File: config.mk
export PLATFORM = sky130hd
export DESIGN_NAME = field_decode_top
export DESIGN_NICKNAME = d
export VERILOG_FILES = /design/src/hw/decode_pkg.sv /design/src/hw/opcode_classify.sv /design/src/hw/field_extract.sv /design/src/hw/pipe_stage.sv /design/src/hw/field_decode_top.sv
export SDC_FILE = /design/constraint.sdc
export NUM_CORES = 1
export LEC_CHECK = 0
export BUFFER_PORTS_ARGS = -buffer_cell sky130_fd_sc_hd__buf_2
export CAP_MARGIN = 10
export CORE_MARGIN = 10
export CORE_UTILIZATION = 35
export CTS_CLUSTER_DIAMETER = 80
export CTS_CLUSTER_SIZE = 20
export DETAILED_ROUTE_END_ITERATION = 16
export RECOVER_POWER = 50
export SLEW_MARGIN = 20
export SYNTH_ARGS = -nofsm -noshare
export SYNTH_HDL_FRONTEND = slang
export SYNTH_SLANG_ARGS = --single-unit
File: constraint.sdc
create_clock -name clk -period 2.24 [get_ports clk]
set_input_delay 0.112 -clock clk [delete_from_list [all_inputs] [get_ports clk]]
set_output_delay 0.112 -clock clk [all_outputs]
set_load 0.05 [all_outputs]
File: src/hw/decode_pkg.sv
/*
 * Shared encodings for the x86 field decoder. Holds widths, opcode
 * constants, position selects and the two pipeline payloads.
 */
package decode_pkg;

    // ========================================
    // Widths
    // ========================================
    localparam int BYTE_W       = 8;
    localparam int WINDOW_BYTES = 3;
    localparam int GPR_W        = 3;
    localparam int SREG3_W      = 3;
    localparam int SREG2_W      = 2;
    localparam int MOD_W        = 2;
    localparam int RM_W         = 3;

    // ========================================
    // Opcodes
    // ========================================
    localparam logic [BYTE_W-1:0] OP_ESCAPE           = 8'h0F;
    localparam logic [BYTE_W-1:0] OP_IMM_GRP_LO       = 8'h80;
    localparam logic [BYTE_W-1:0] OP_IMM_GRP_HI       = 8'h83;
    localparam logic [BYTE_W-1:0] OP_MOV_RM_LO        = 8'h88;
    localparam logic [BYTE_W-1:0] OP_MOV_RM_HI        = 8'h8B;
    localparam logic [BYTE_W-1:0] OP_MOV_SREG_TO      = 8'h8C;
    localparam logic [BYTE_W-1:0] OP_MOV_SREG_FROM    = 8'h8E;
    localparam logic [BYTE_W-1:0] OP_MOV_IMM_SHORT_LO = 8'hB0;
    localparam logic [BYTE_W-1:0] OP_MOV_IMM_SHORT_HI = 8'hBF;
    localparam logic [BYTE_W-1:0] OP_SHORT_REG_LO     = 8'h40; // INC, DEC, PUSH, POP.
    localparam logic [BYTE_W-1:0] OP_SHORT_REG_HI     = 8'h5F;

    // Second byte after the escape.
    localparam logic [BYTE_W-1:0] OP2_SETCC_LO = 8'h90;
    localparam logic [BYTE_W-1:0] OP2_SETCC_HI = 8'h9F;
    localparam logic [BYTE_W-1:0] OP2_MOVZX_LO = 8'hB6;
    localparam logic [BYTE_W-1:0] OP2_MOVZX_HI = 8'hB7;
    localparam logic [BYTE_W-1:0] OP2_MOVSX_LO = 8'hBE;
    localparam logic [BYTE_W-1:0] OP2_MOVSX_HI = 8'hBF;
    localparam logic [BYTE_W-1:0] OP2_BSF      = 8'hBC;
    localparam logic [BYTE_W-1:0] OP2_BSR      = 8'hBD;
    localparam logic [BYTE_W-1:0] OP2_PUSH_FS  = 8'hA0;
    localparam logic [BYTE_W-1:0] OP2_POP_FS   = 8'hA1;
    localparam logic [BYTE_W-1:0] OP2_PUSH_GS  = 8'hA8;
    localparam logic [BYTE_W-1:0] OP2_POP_GS   = 8'hA9;

    // ========================================
    // Position selects
    // ========================================
    typedef enum logic [1:0] {W_NONE, W_B0_BIT0, W_B0_BIT3, W_B1_BIT0} w_pos_e;
    typedef enum logic [1:0] {REG_NONE, REG_B0_LOW, REG_B1_MID, REG_B2_MID} reg_pos_e;
    typedef enum logic [1:0] {MODRM_NONE, MODRM_B1, MODRM_B2} modrm_pos_e;

    // First stage output. Window byte 0 sits in the low slot.
    typedef struct packed {
        logic                                 recognized;
        logic                                 s_sel;
        logic                                 sreg3_sel;
        logic                                 sreg2_sel;
        w_pos_e                               w_pos;
        reg_pos_e                             reg_pos;
        modrm_pos_e                           modrm_pos;
        logic [WINDOW_BYTES-1:0][BYTE_W-1:0] window;
    } sel_payload_t;

    typedef struct packed {
        logic               recognized;
        logic               s;
        logic               w;
        logic [GPR_W-1:0]   gpr;
        logic [SREG3_W-1:0] sreg3;
        logic [SREG2_W-1:0] sreg2;
        logic [MOD_W-1:0]   mod;
        logic [RM_W-1:0]    rm;
    } field_payload_t;

endpackage

File: src/hw/opcode_classify.sv
/*
 * Opcode classifier. Looks at the opcode byte, and the second byte
 * after the 0x0F escape, and says where each field of the form sits.
 */
module opcode_classify (
    input  logic [decode_pkg::BYTE_W-1:0] byte0,
    input  logic [decode_pkg::BYTE_W-1:0] byte1,
    output logic                          recognized,
    output logic                          s_sel,
    output logic                          sreg3_sel,
    output logic                          sreg2_sel,
    output decode_pkg::w_pos_e            w_pos,
    output decode_pkg::reg_pos_e          reg_pos,
    output decode_pkg::modrm_pos_e        modrm_pos
);

    logic escape;
    logic alu_rm;
    logic alu_acc;
    logic sreg2_stack;
    logic short_reg;
    logic imm_grp;
    logic mov_rm;
    logic mov_sreg;
    logic mov_imm_short;
    logic ext_movx;
    logic ext_bitscan;
    logic ext_setcc;
    logic ext_fs_gs;

    // ========================================
    // One-byte forms
    // ========================================
    assign escape = byte0 == decode_pkg::OP_ESCAPE;

    // 0x00-0x3F, low bits 0-3 carry a mod/rm byte, 4-5 use the accumulator.
    assign alu_rm  = byte0[7:6] == 2'b00 && byte0[2] == 1'b0;
    assign alu_acc = byte0[7:6] == 2'b00 && byte0[2:1] == 2'b10;

    // Low bits 6-7 below 0x20, except the escape itself.
    assign sreg2_stack = byte0[7:5] == 3'b000 && byte0[2:1] == 2'b11 && !escape;

    assign short_reg = byte0 inside {[decode_pkg::OP_SHORT_REG_LO:decode_pkg::OP_SHORT_REG_HI]};
    assign imm_grp   = byte0 inside {[decode_pkg::OP_IMM_GRP_LO:decode_pkg::OP_IMM_GRP_HI]};
    assign mov_rm    = byte0 inside {[decode_pkg::OP_MOV_RM_LO:decode_pkg::OP_MOV_RM_HI]};
    assign mov_sreg  = byte0 == decode_pkg::OP_MOV_SREG_TO ||
                       byte0 == decode_pkg::OP_MOV_SREG_FROM;
    assign mov_imm_short = byte0 inside
        {[decode_pkg::OP_MOV_IMM_SHORT_LO:decode_pkg::OP_MOV_IMM_SHORT_HI]};

    // ========================================
    // Escape forms
    // ========================================
    assign ext_movx = escape && byte1 inside
        {[decode_pkg::OP2_MOVZX_LO:decode_pkg::OP2_MOVZX_HI],
         [decode_pkg::OP2_MOVSX_LO:decode_pkg::OP2_MOVSX_HI]};
    assign ext_bitscan = escape &&
        (byte1 == decode_pkg::OP2_BSF || byte1 == decode_pkg::OP2_BSR);
    assign ext_setcc = escape &&
        byte1 inside {[decode_pkg::OP2_SETCC_LO:decode_pkg::OP2_SETCC_HI]};
    assign ext_fs_gs = escape && byte1 inside
        {decode_pkg::OP2_PUSH_FS, decode_pkg::OP2_POP_FS,
         decode_pkg::OP2_PUSH_GS, decode_pkg::OP2_POP_GS};

    assign recognized = alu_rm | alu_acc | sreg2_stack | short_reg | imm_grp |
                        mov_rm | mov_sreg | mov_imm_short |
                        ext_movx | ext_bitscan | ext_setcc | ext_fs_gs;

    // Forms are disjoint, so the order below only sets priority on paper.
    always_comb begin
        s_sel     = 1'b0;
        sreg3_sel = 1'b0;
        sreg2_sel = 1'b0;
        w_pos     = decode_pkg::W_NONE;
        reg_pos   = decode_pkg::REG_NONE;
        modrm_pos = decode_pkg::MODRM_NONE;
        if (alu_rm || mov_rm) begin
            w_pos     = decode_pkg::W_B0_BIT0;
            reg_pos   = decode_pkg::REG_B1_MID;
            modrm_pos = decode_pkg::MODRM_B1;
        end else if (alu_acc) begin
            w_pos = decode_pkg::W_B0_BIT0;
        end else if (sreg2_stack) begin
            sreg2_sel = 1'b1;
        end else if (short_reg) begin
            reg_pos = decode_pkg::REG_B0_LOW;
        end else if (imm_grp) begin
            s_sel     = 1'b1;
            w_pos     = decode_pkg::W_B0_BIT0;
            modrm_pos = decode_pkg::MODRM_B1;
        end else if (mov_sreg) begin
            sreg3_sel = 1'b1;
            modrm_pos = decode_pkg::MODRM_B1;
        end else if (mov_imm_short) begin
            w_pos   = decode_pkg::W_B0_BIT3;
            reg_pos = decode_pkg::REG_B0_LOW;
        end else if (ext_movx) begin
            w_pos     = decode_pkg::W_B1_BIT0;
            reg_pos   = decode_pkg::REG_B2_MID;
            modrm_pos = decode_pkg::MODRM_B2;
        end else if (ext_bitscan) begin
            reg_pos   = decode_pkg::REG_B2_MID;
            modrm_pos = decode_pkg::MODRM_B2;
        end else if (ext_setcc) begin
            modrm_pos = decode_pkg::MODRM_B2;
        end else if (ext_fs_gs) begin
            sreg3_sel = 1'b1; // FS or GS in byte1 bits 5:3.
        end
    end

endmodule

File: src/hw/field_extract.sv
/*
 * Field picker. Reads each field out of the held byte window at the
 * position chosen by the classifier; absent fields read as zero.
 */
module field_extract (
    input  decode_pkg::sel_payload_t   sel,
    output decode_pkg::field_payload_t fields
);

    logic [decode_pkg::BYTE_W-1:0] byte0;
    logic [decode_pkg::BYTE_W-1:0] byte1;
    logic [decode_pkg::BYTE_W-1:0] byte2;
    logic [decode_pkg::BYTE_W-1:0] modrm;
    logic                          has_modrm;

    assign byte0 = sel.window[0];
    assign byte1 = sel.window[1];
    assign byte2 = sel.window[2];

    // Mod/rm byte follows the opcode, one further after the escape.
    always_comb begin
        modrm     = '0;
        has_modrm = 1'b0;
        case (sel.modrm_pos)
            decode_pkg::MODRM_B1: begin
                modrm     = byte1;
                has_modrm = 1'b1;
            end
            decode_pkg::MODRM_B2: begin
                modrm     = byte2;
                has_modrm = 1'b1;
            end
            default: ;
        endcase
    end

    always_comb begin
        fields = '0;
        fields.recognized = sel.recognized;

        if (sel.s_sel) fields.s = byte0[1]; // Sign-extend bit.

        case (sel.w_pos)
            decode_pkg::W_B0_BIT0: fields.w = byte0[0];
            decode_pkg::W_B0_BIT3: fields.w = byte0[3];
            decode_pkg::W_B1_BIT0: fields.w = byte1[0];
            default:               fields.w = 1'b0;
        endcase

        case (sel.reg_pos)
            decode_pkg::REG_B0_LOW: fields.gpr = byte0[2:0];
            decode_pkg::REG_B1_MID: fields.gpr = byte1[5:3];
            decode_pkg::REG_B2_MID: fields.gpr = byte2[5:3];
            default:                fields.gpr = '0;
        endcase

        // Same slice of byte1 for MOV sreg and for FS/GS push/pop.
        if (sel.sreg3_sel) fields.sreg3 = byte1[5:3];
        if (sel.sreg2_sel) fields.sreg2 = byte0[4:3];

        if (has_modrm) begin
            fields.mod = modrm[7:6];
            fields.rm  = modrm[2:0];
        end
    end

endmodule

File: src/hw/pipe_stage.sv
/*
 * One-entry valid/ready register stage for any payload type.
 */
module pipe_stage #(
    parameter type payload_t = logic
) (
    input  logic     clk,
    input  logic     reset,
    input  logic     in_valid,
    output logic     in_ready,
    input  payload_t in_data,
    output logic     out_valid,
    input  logic     out_ready,
    output payload_t out_data
);

    // Take a new item when empty or when the current one leaves now.
    assign in_ready = !out_valid || out_ready;

    always_ff @(posedge clk) begin
        if (reset) begin
            out_valid <= 1'b0;
        end else if (in_ready) begin
            out_valid <= in_valid;
        end
    end

    always_ff @(posedge clk) begin
        if (in_valid && in_ready) begin
            out_data <= in_data;
        end
    end

endmodule

File: src/hw/field_decode_top.sv
/*
 * Two-stage x86 field decoder. Classifies the opcode, registers the
 * selects, picks the fields and registers them for the output port.
 */
module field_decode_top (
    input  logic                           clk,
    input  logic                           reset,
    input  logic                           in_valid,
    output logic                           in_ready,
    input  logic [decode_pkg::BYTE_W-1:0]  in_byte0,
    input  logic [decode_pkg::BYTE_W-1:0]  in_byte1,
    input  logic [decode_pkg::BYTE_W-1:0]  in_byte2,
    output logic                           out_valid,
    input  logic                           out_ready,
    output logic                           recognized,
    output logic                           s,
    output logic                           w,
    output logic [decode_pkg::GPR_W-1:0]   gpr,
    output logic [decode_pkg::SREG3_W-1:0] sreg3,
    output logic [decode_pkg::SREG2_W-1:0] sreg2,
    output logic [decode_pkg::MOD_W-1:0]   mod,
    output logic [decode_pkg::RM_W-1:0]    rm
);

    logic                       cls_recognized;
    logic                       cls_s_sel;
    logic                       cls_sreg3_sel;
    logic                       cls_sreg2_sel;
    decode_pkg::w_pos_e         cls_w_pos;
    decode_pkg::reg_pos_e       cls_reg_pos;
    decode_pkg::modrm_pos_e     cls_modrm_pos;
    decode_pkg::sel_payload_t   sel_d;
    decode_pkg::sel_payload_t   sel_q;
    decode_pkg::field_payload_t field_d;
    decode_pkg::field_payload_t field_q;
    logic                       sel_valid;
    logic                       sel_ready;

    // ========================================
    // Stage 1: classify and register selects
    // ========================================
    opcode_classify u_classify (
        .byte0      (in_byte0),
        .byte1      (in_byte1),
        .recognized (cls_recognized),
        .s_sel      (cls_s_sel),
        .sreg3_sel  (cls_sreg3_sel),
        .sreg2_sel  (cls_sreg2_sel),
        .w_pos      (cls_w_pos),
        .reg_pos    (cls_reg_pos),
        .modrm_pos  (cls_modrm_pos)
    );

    assign sel_d = '{recognized: cls_recognized, s_sel: cls_s_sel,
                     sreg3_sel: cls_sreg3_sel, sreg2_sel: cls_sreg2_sel,
                     w_pos: cls_w_pos, reg_pos: cls_reg_pos, modrm_pos: cls_modrm_pos,
                     window: {in_byte2, in_byte1, in_byte0}};

    pipe_stage #(.payload_t(decode_pkg::sel_payload_t)) sel_stage (
        .clk       (clk),
        .reset     (reset),
        .in_valid  (in_valid),
        .in_ready  (in_ready),
        .in_data   (sel_d),
        .out_valid (sel_valid),
        .out_ready (sel_ready),
        .out_data  (sel_q)
    );

    // ========================================
    // Stage 2: extract and register fields
    // ========================================
    field_extract u_extract (
        .sel    (sel_q),
        .fields (field_d)
    );

    pipe_stage #(.payload_t(decode_pkg::field_payload_t)) field_stage (
        .clk       (clk),
        .reset     (reset),
        .in_valid  (sel_valid),
        .in_ready  (sel_ready),
        .in_data   (field_d),
        .out_valid (out_valid),
        .out_ready (out_ready),
        .out_data  (field_q)
    );

    assign recognized = field_q.recognized;
    assign s          = field_q.s;
    assign w          = field_q.w;
    assign gpr        = field_q.gpr;
    assign sreg3      = field_q.sreg3;
    assign sreg2      = field_q.sreg2;
    assign mod        = field_q.mod;
    assign rm         = field_q.rm;

endmodule

=== Word level (Yosys, flattened, before mapping) ===
Cells that the tools add are included.

* $add $sub $neg: 0
* $mul: 0
* Divide/modulo/power cells: 0
* $lt $le $gt $ge: 14
* Equality and inequality tests: 19
* Shift operators: 0
* Multiplexer cells: 35
* Bitwise operators: 12
* Reductions and logical operators: 36

{| class="wikitable"
|+ Operator list
! cell !! count
|-
| $eq A8 B8 Y1 const B || 8
|-
| $ge A8 B8 Y1 const B || 6
|-
| $le A8 B8 Y1 const B || 6
|-
| $mux W2 || 13
|-
| $mux W1 || 19
|-
| $logic_and A1 B1 Y1 || 17
|-
| $pmux W8 S2 || 1
|-
| $eq A2 B2 Y1 const B || 7
|-
| $or A1 B1 Y1 || 11
|-
| $pmux W3 S3 || 1
|-
| $eq A8 B4 Y1 const B || 1
|-
| $ge A8 B7 Y1 const B || 1
|-
| $le A8 B7 Y1 const B || 1
|-
| $reduce_or A7 Y1 || 1
|-
| $eq A2 B1 Y1 const B || 3
|-
| $reduce_or A6 Y1 || 1
|-
| $logic_or A1 B1 Y1 || 5
|-
| $reduce_or A5 Y1 || 1
|-
| $reduce_bool A4 Y1 || 1
|-
| $reduce_or A2 Y1 || 2
|-
| $reduce_or A4 Y1 || 1
|-
| $logic_not A1 Y1 || 3
|-
| $logic_not A3 Y1 || 1
|-
| $pmux W1 S3 || 1
|-
| 4 further kinds || 4
|}

* Flip-flop bits (word level): 49
* Bits in latches: 0
* RAM bits: 0
* ROM bits: 0
* Bits of input ports: 28
* Output and inout port bits: 18
* Logic and storage cells: 139
* Memories kept: 0

=== Longest topological paths before layout ===
Gate-level depths: netlist of the first run.

* Depth in word-level cells: 13
* Mapped depth: 4
* Gate-level depth less buffers: 4

=== By module ===
Synthesis of the first run repeated with hierarchy kept, for this count alone.

* Cell total of the unflattened synthesis: 132
* Area, all modules: 2120.8 um^2

{| class="wikitable"
|+ Modules (own cells, without submodules)
! module !! times used !! cells an instance !! area each (um^2) !! seq. area each (um^2)
|-
| pipe_stage at sel_stage || 1 || 39 || 1076.0 || 1041.0
|-
| pipe_stage at field_stage || 1 || 21 || 535.5 || 500.5
|-
| opcode_classify || 1 || 41 || 285.3 || 0.0
|-
| field_extract || 1 || 31 || 224.0 || 0.0
|}

=== Least setup slack after synthesis of the first run ===
Ideal clock, no wire load.

* Kind: register -> register
* From: reg field_stage.out_valid
* To: reg sel_stage.out_data[0] (netlist bit), enable pin
* Setup time: 391 ps
* Arrival time: 1920 ps
* Setup slack: -71 ps
* Cell stages (with the launch flop): 4
* Clock period less this slack: 2311 ps
* Path through: dfxtp_1 -> nor2b_1 -> nand2_1 -> and2_1

* Cells in the longest elaborated chain, start to end: 4

{| class="wikitable"
|+ RTL lines
! what !! RTL line !! text
|-
| from (decl) || pipe_stage.sv:12 || <nowiki>output logic out_valid,</nowiki>
|-
| from (signal assigned) || pipe_stage.sv:24 || <nowiki>out_valid <= in_valid;</nowiki>
|-
| $logic_not A1 Y1 || pipe_stage.sv:18 || <nowiki>assign in_ready = !out_valid || out_ready;</nowiki>
|-
| $logic_or A1 B1 Y1 (2 in series) || pipe_stage.sv:18 ||
|-
| via in_ready || field_decode_top.sv:9 || <nowiki>output logic in_ready,</nowiki>
|-
| $logic_and A1 B1 Y1 || pipe_stage.sv:29 || <nowiki>if (in_valid && in_ready) begin</nowiki>
|-
| to (signal assigned) || pipe_stage.sv:30 || <nowiki>out_data <= in_data;</nowiki>
|-
| to (decl) || pipe_stage.sv:14 || <nowiki>output payload_t out_data</nowiki>
|}

The timed path passes the listed nets, and every way through them passes these cells.
A chain may end at the register's enable or synchronous reset.

=== Final worst setup path of the first run ===
* From: in in_byte0[3] (netlist bit)
* To: reg sel_stage.out_data[33] (netlist bit) (data pin)

* Cells in the longest elaborated chain, start to end: 13
* Elaborated cells on any way between the ends: 32
* Those cells by class: 8 x order compare; 3 x eq/ne; 10 x bitwise; 11 x reduce/logical

{| class="wikitable"
|+ RTL lines
! what !! RTL line !! text
|-
| from (decl) || field_decode_top.sv:10 || <nowiki>input logic [decode_pkg::BYTE_W-1:0] in_byte0,</nowiki>
|-
| parallel branches: the longest is 12 deep, another holds $ge A8 B7 Y1 || n/a ||
|-
| $or A1 B1 Y1 * || opcode_classify.sv:67 || <nowiki>ext_movx | ext_bitscan | ext_setcc | ext_fs_gs;</nowiki>
|-
| via cls_recognized || field_decode_top.sv:25 || <nowiki>logic cls_recognized;</nowiki>
|}

Mark *: on every way through the listed nets, which the timed path passes.

==> impl_metrics.py, run 1 <==
metrics = {
    "run_status": {
        "status": "completed",
    },
    "floorplanning": {
        "coreArea_um2": 5540,
        "rows": 27,
        "dieWidth_um": 95.98,
        "initial_core_util_pct": 36.47,
        "die_area_um2": 9212,
        "io_pins": 46,
        "die_h_um": 95.98,
    },
    "timing": {
        "rsz0062_at_grt": "no",
        "fin_tns_setup_ns": 0,
        "maxSlewViolCount": 0,
        "setup_viol_count_final": 0,
        "worst_slew_pin_slew_ns": 0.6237,
        "setup_ws_ns": 0.7075,
        "whs_ns": 0.03730,
        "period_share_pct": 68.41,
        "clock_skew_ns": 0.005329,
        "fmax_mhz": 652.5,
        "min_period_ns": 1.532,
        "hold_viol_final": 0,
        "max_slew_margin_pct": 58.60,
    },
    "yosys": {
        "ys_seq_elements": 49,
        "yosysUniqueCellTypes": 35,
        "synth.area.top_cells": "edfxtp_1, nor2_1, and2_1, dfxtp_1, a22oi_1",
        "synth.avg_cell_area_um2": 14.97,
        "synthTopCellsByCount": "edfxtp_1, nor2_1, nand2_1",
        "syn_area_um2": 2021,
        "synth_edf_count": 47,
        "seq_area_frac_synth_pct": 71.83,
        "yosysTopAreaCell": "edfxtp_1",
        "synth_warnings": 0,
        "yosysTopAreaCellShare_pct": 69.85,
        "synth_nets": 165,
        "synth_top_flop_cell": "edfxtp_1",
        "syn_inst": 135,
        "async_reset_ff_share_pct": 0,
        "synth_most_common_cell": "edfxtp_1",
    },
    "critical_path": {
        "timing.reg2reg.setup_slack_ns": 0.80,
        "r2r_end": "sel_stage.out_data[10]$_DFFE_PP_",
        "crit_end": "sel_stage.out_data[33]$_DFFE_PP_",
        "crit_fanout": 8,
        "cp-end-kind": "flip-flop",
        "cp.buffers_inverters": 1,
        "cp-start-kind": "input port",
        "cp_data_required_time_ns": 2.28,
        "arrival_ns": 1.57,
        "critical_path_depth": 5,
        "path_delay_family": "simple AND/OR/NAND/NOR gates",
        "critical_path_class": "in2reg",
        "critPathMaxStageDelay_ns": 0.51,
        "startpoint": "in_byte0[3]",
        "worstPathCellList": "clkbuf_1 -> nand4bb_4 -> nor3b_1 -> a311o_1 -> or4b_1",
        "reg2reg_depth": 4,
        "crit_slowest_cell": "or4b_1",
        "reg2reg_from": "field_stage.out_valid$_SDFFE_PP0P_",
    },
    "routing": {
        "via_per_inst": 4.705,
        "wl_per_cell_um": 14.46,
        "route.detailed.drc": 0,
        "num_vias": 1275,
        "m1WireLength_um": 1749,
        "drt_first_pass_iters": 4,
        "dr_wl_met3_um": 271,
        "drt-total-wl_um": 3920,
        "antenna_left": 0,
        "highest_layer": "met4",
        "drt-initial-drc-count": 56,
        "dr_wl_met2_um": 1804,
    },
    "grt": {
        "grt_pass1_wl_um": 6134,
        "grt_util_all_layers_pct": 8.687,
        "antenna_found_initial": 0,
        "grt_max_degree": 29,
        "grt-ovfl-total": 0,
        "grt_pass1_vias": 1268,
    },
    "worst_hold_path": {
        "hp-class": "in2reg",
    },
    "power_and_ir_drop": {
        "p_leak_nw": 0.8817,
        "seqPwrFrac_pct": 60.0,
        "finalPower_mw": 1.805,
        "clockPowerShare_pct": 28.4,
        "irDropWorstVdd_mv": 0.2175,
        "p_sw_uw": 449.6,
        "intPower_mw": 1.355,
        "p_sw_share_pct": 24.91,
        "p_per_area_nw_per_um2": 724.8,
        "comb_power_share_pct": 11.6,
    },
    "clock_tree": {
        "cts_buffer_depth": 2,
        "clkTransAtPathRegs_ns": 0.09,
        "clk-insertion-delay-late_ns": 0.30,
        "cts_tree": "yes",
        "cts_root_buffer": "clkbuf_8",
        "cts_resized": 0,
        "post_cts_buffers": 0,
        "cts-hold-fix-buffers": 9,
        "ctsHtreeMaxLevel": 2,
        "cts_buffers": 5,
        "cts.sink_count": 49,
    },
    "cells_and_area": {
        "fin_nets": 228,
        "area_growth_pct": 23.22,
        "n_antenna_cell": 0,
        "stdcell_count": 271,
        "finish.utilization_pct": 44.94,
        "drive_gt1_share_pct": 15.08,
        "n_fill_cell": 541,
        "final_cell_area_um2": 2490,
    },
    "placement": {
        "gp_congestion": 0.7947,
        "placed_cells": 254,
        "port_buffers": 45,
        "dpl_cell_area_um2": 2352,
        "dp_hpwl_um": 3024,
        "dp_slack_ns": 0.4838,
    },
    "job": {
        "drv_cap": 0,
    },
}
registers in the layout, indices dropped and copies added (netlist names):
signal                 cells
field_stage.out_data      16
sel_stage.out_valid        1
field_stage.out_valid      1
sel_stage.out_data        31
power by group through the flow:
stage	registers (mW)	clock network, mW	logic (mW)
2_1_floorplan	1.16	0	0.0733
3_3_place_gp	1.10	0	0.206
3_5_place_dp	1.10	0	0.209
4_1_cts	1.08	0.533	0.221
5_1_grt	1.09	0.568	0.229
6_report	1.08	0.513	0.209
area by class of cell:
type,instances,area (µm²),area share [%]
inverters,4,15.01,0.6030
well taps,72,90.09,3.618
flip-flops and latches,49,1451,58.29
repair buffers,56,292.8,11.76
multi-input cells,82,550.5,22.11
clock inverters,3,21.27,0.8543
clock buffers,5,68.82,2.764
metal layers:
metal / vias to the layer above / GRT usage (%)
li1: 645 / -
met1: 588 / 10.58
met2: 35 / 13.51
met3: 7 / 2.724
met4: 0 / 4.545
met5: - / 0
worst min-delay path by stage:
stage	startpoint	end	slack (ns)	depth (start not counted)
6_report	in_valid	sel_stage.out_valid$_SDFFE_PP0N_	0.04	3
5_1_grt	in_byte1[0]	sel_stage.out_data[8]$_DFFE_PP_	0.05	1
4_1_cts	in_byte1[0]	sel_stage.out_data[8]$_DFFE_PP_	0.001	1
3_5_place_dp	in_byte2[4]	sel_stage.out_data[20]$_DFFE_PP_	0.29	1
3_3_place_gp	in_byte2[7]	sel_stage.out_data[23]$_DFFE_PP_	0.29	1
2_1_floorplan	reset	field_stage.out_valid$_SDFFE_PP0P_	0.18	1
placed cells by master, fill, tap and decap left out, types with 3 or more instances in the layout:
cell and count:
clkbuf_8 5, and2_0 3, a22o_1 3, and2_1 3
nor2b_1 5, nor2_1 13, o21ai_0 4, buf_2 15
inv_1 4, clkbuf_1 30, edfxtp_1 47, mux2_2 3
nand2_1 9, a22oi_1 5, dlygate4sd3_1 9, nand2b_1 3
tightest hold or removal path, cell delays in order:
cell and delay, ns:
buf_2 0.08, a21oi_1 0.03, nor2_1 0.07
kinds of logic (layout without fill, tap and decap cells):
kind of cell | after synthesis | after routing | share of synthesized area [%]
buf+inv | 4 | 68 | 0.7428
flops | 49 | 49 | 71.83
compound gates | 24 | 24 | 8.422
mux | 4 | 4 | 2.229
simple gates | 52 | 52 | 15.54
fa+ha+maj | 2 | 2 | 1.238
(Power assumes the default switching activity.)
==> run 2: changes to the inputs <==
==> constraint.sdc (replaced) <==
create_clock -name clk -period 1.45 [get_ports clk]
set_input_delay 0.0725 -clock clk [delete_from_list [all_inputs] [get_ports clk]]
set_output_delay 0.0725 -clock clk [all_outputs]
set_load 0.05 [all_outputs]
==> impl_metrics.py, run 2 (synthesized netlist as in run 1, its figures left out) <==
metrics = {
    "routing": {
        "drt-initial-drc-count": 73,
        "route.detailed.drc": 0,
        "via_per_inst": 4.622,
        "antenna_left": 0,
        "drt_first_pass_iters": 4,
        "num_vias": 1331,
        "wl_per_cell_um": 13.93,
        "drt-total-wl_um": 4013,
    },
    "timing": {
        "fmax_mhz": 712.4,
        "rsz0062_at_grt": "no",
        "setup_ws_ns": 0.04631,
        "period_share_pct": 96.81,
        "worst_slew_pin_slew_ns": 0.6182,
        "hold_viol_final": 0,
        "setup_viol_count_final": 0,
        "clock_skew_ns": 0.009397,
        "whs_ns": 0.007833,
        "min_period_ns": 1.404,
        "max_slew_margin_pct": 58.96,
        "maxSlewViolCount": 0,
        "fin_tns_setup_ns": 0,
    },
    "clock_tree": {
        "ctsHtreeMaxLevel": 2,
        "cts.sink_count": 49,
        "cts_tree": "yes",
        "cts_root_buffer": "clkbuf_8",
        "cts_buffers": 5,
        "clkTransAtPathRegs_ns": 0.09,
        "cts_buffer_depth": 2,
        "clk-insertion-delay-late_ns": 0.29,
        "cts_resized": 0,
    },
    "placement": {
        "dp_slack_ns": -0.1281,
        "gp_congestion": 0.8246,
        "port_buffers": 45,
        "dp_hpwl_um": 3129,
    },
    "cells_and_area": {
        "area_growth_pct": 31.89,
        "reg_top3": "sel_stage.out_data x31, field_stage.out_data x16",
        "largest_register": "sel_stage.out_data",
        "n_antenna_cell": 0,
        "final_cell_mix": "edfxtp_1, clkbuf_1, buf_2",
        "fin_nets": 245,
        "largest_register_ffs": 31,
        "final_common_cell": "edfxtp_1",
        "drive_gt1_share_pct": 21.76,
    },
    "grt": {
        "grt-ovfl-total": 0,
        "grt_max_degree": 27,
        "grt_pass1_wl_um": 6555,
        "grt_util_all_layers_pct": 9.145,
        "grt_pass1_vias": 1394,
        "antenna_found_initial": 0,
    },
    "floorplanning": {
        "die_h_um": 95.98,
        "rows": 27,
        "coreArea_um2": 5540,
        "io_pins": 46,
        "die_area_um2": 9212,
        "initial_core_util_pct": 36.47,
        "dieWidth_um": 95.98,
    },
    "critical_path": {
        "cp-start-kind": "input port",
        "crit_slowest_cell": "dlygate4sd3_1",
        "critical_path_class": "in2reg",
        "critPathMaxStageDelay_ns": 0.60,
        "cp-end-kind": "flip-flop",
        "arrival_ns": 1.45,
        "path_delay_family": "simple AND/OR/NAND/NOR gates",
        "crit_fanout": 3,
        "cp_data_required_time_ns": 1.50,
        "cp.buffers_inverters": 1,
        "worstPathCellList": "dlygate4sd3_1 -> nand3b_1 -> nor3_1 -> o21a_1 -> or4b_1",
    },
    "run_status": {
        "status": "completed",
    },
    "job": {
        "drv_cap": 0,
    },
    "power_and_ir_drop": {
        "p_leak_nw": 0.9863,
        "p_per_area_nw_per_um2": 1120,
        "irDropWorstVdd_mv": 0.4989,
    },
    "worst_hold_path": {
        "hp-class": "in2reg",
    },
}
[run 2: final cells by class]
type,count,area [µm²]
clock inverter,3,46.29
sequential,49,1453
clock buffer,5,68.82
multi-input combinational,82,561.8
inverter,4,15.01
timing repair buffer,73,430.4
fill,512,2875
tap,72,90.09
[run 2: timing repair]
item / CTS / global route
endpoints found under the hold margin: 12 / 1
hold buffers: 11 / 1
setup endpoints to repair: 0 / 2
buffers inserted: 0 / 0
[run 2: stage by stage]
stage                     cell area (µm²)  std cells  total power, mW  util [%]
final                                2665        288            2.986     48.10
after detailed placement             2497        269            2.065     45.08
after global routing                 2665        288            3.121     48.10
after floorplan                      2042        135            1.904         -
after CTS                            2723        288            3.041     49.14
after global placement               2497        269            2.062     45.08
[run 2: worst min-delay path: cells and delay by family]
family	cells	cell delay [ns]
simple gates	1	0.07
buf+inv	1	0.09
compound gates	1	0.03
[run 2: routing by layer]
layer  track usage [%]  up-vias  part of all wire, %
met5                 0        -                    0
met4             4.054        0                  1.2
met3             3.035        4                  6.0
met2             15.25       32                   49
met1             10.45      615                   44
li1                  -      680                    -
[run 2: final timing paths]
path / start / end / slack, ns / cells after the start
setup / recovery: in_byte1[4] / sel_stage.out_data[33]$_DFFE_PP_ / 0.05 / 5
hold / removal: in_valid / sel_stage.out_valid$_SDFFE_PP0N_ / 0.008 / 3
setup reg to reg: field_stage.out_valid$_SDFFE_PP0P_ / sel_stage.out_data[30]$_SDFFCE_PP0P_ / 0.08 / 4
hold reg to reg: sel_stage.out_data[33]$_DFFE_PP_ / field_stage.out_data[15]$_DFFE_PP_ / 0.48 / 0
[run 2: report_power, final]
group | switching (mW) | internal (mW) | leakage [nW] | total (mW)
clock network | 0.437 | 0.516 | 0.0543 | 0.953
logic | 0.222 | 0.139 | 0.458 | 0.361
registers | 0.0303 | 1.64 | 0.474 | 1.67
total | 0.689 | 2.30 | 0.986 | 2.99
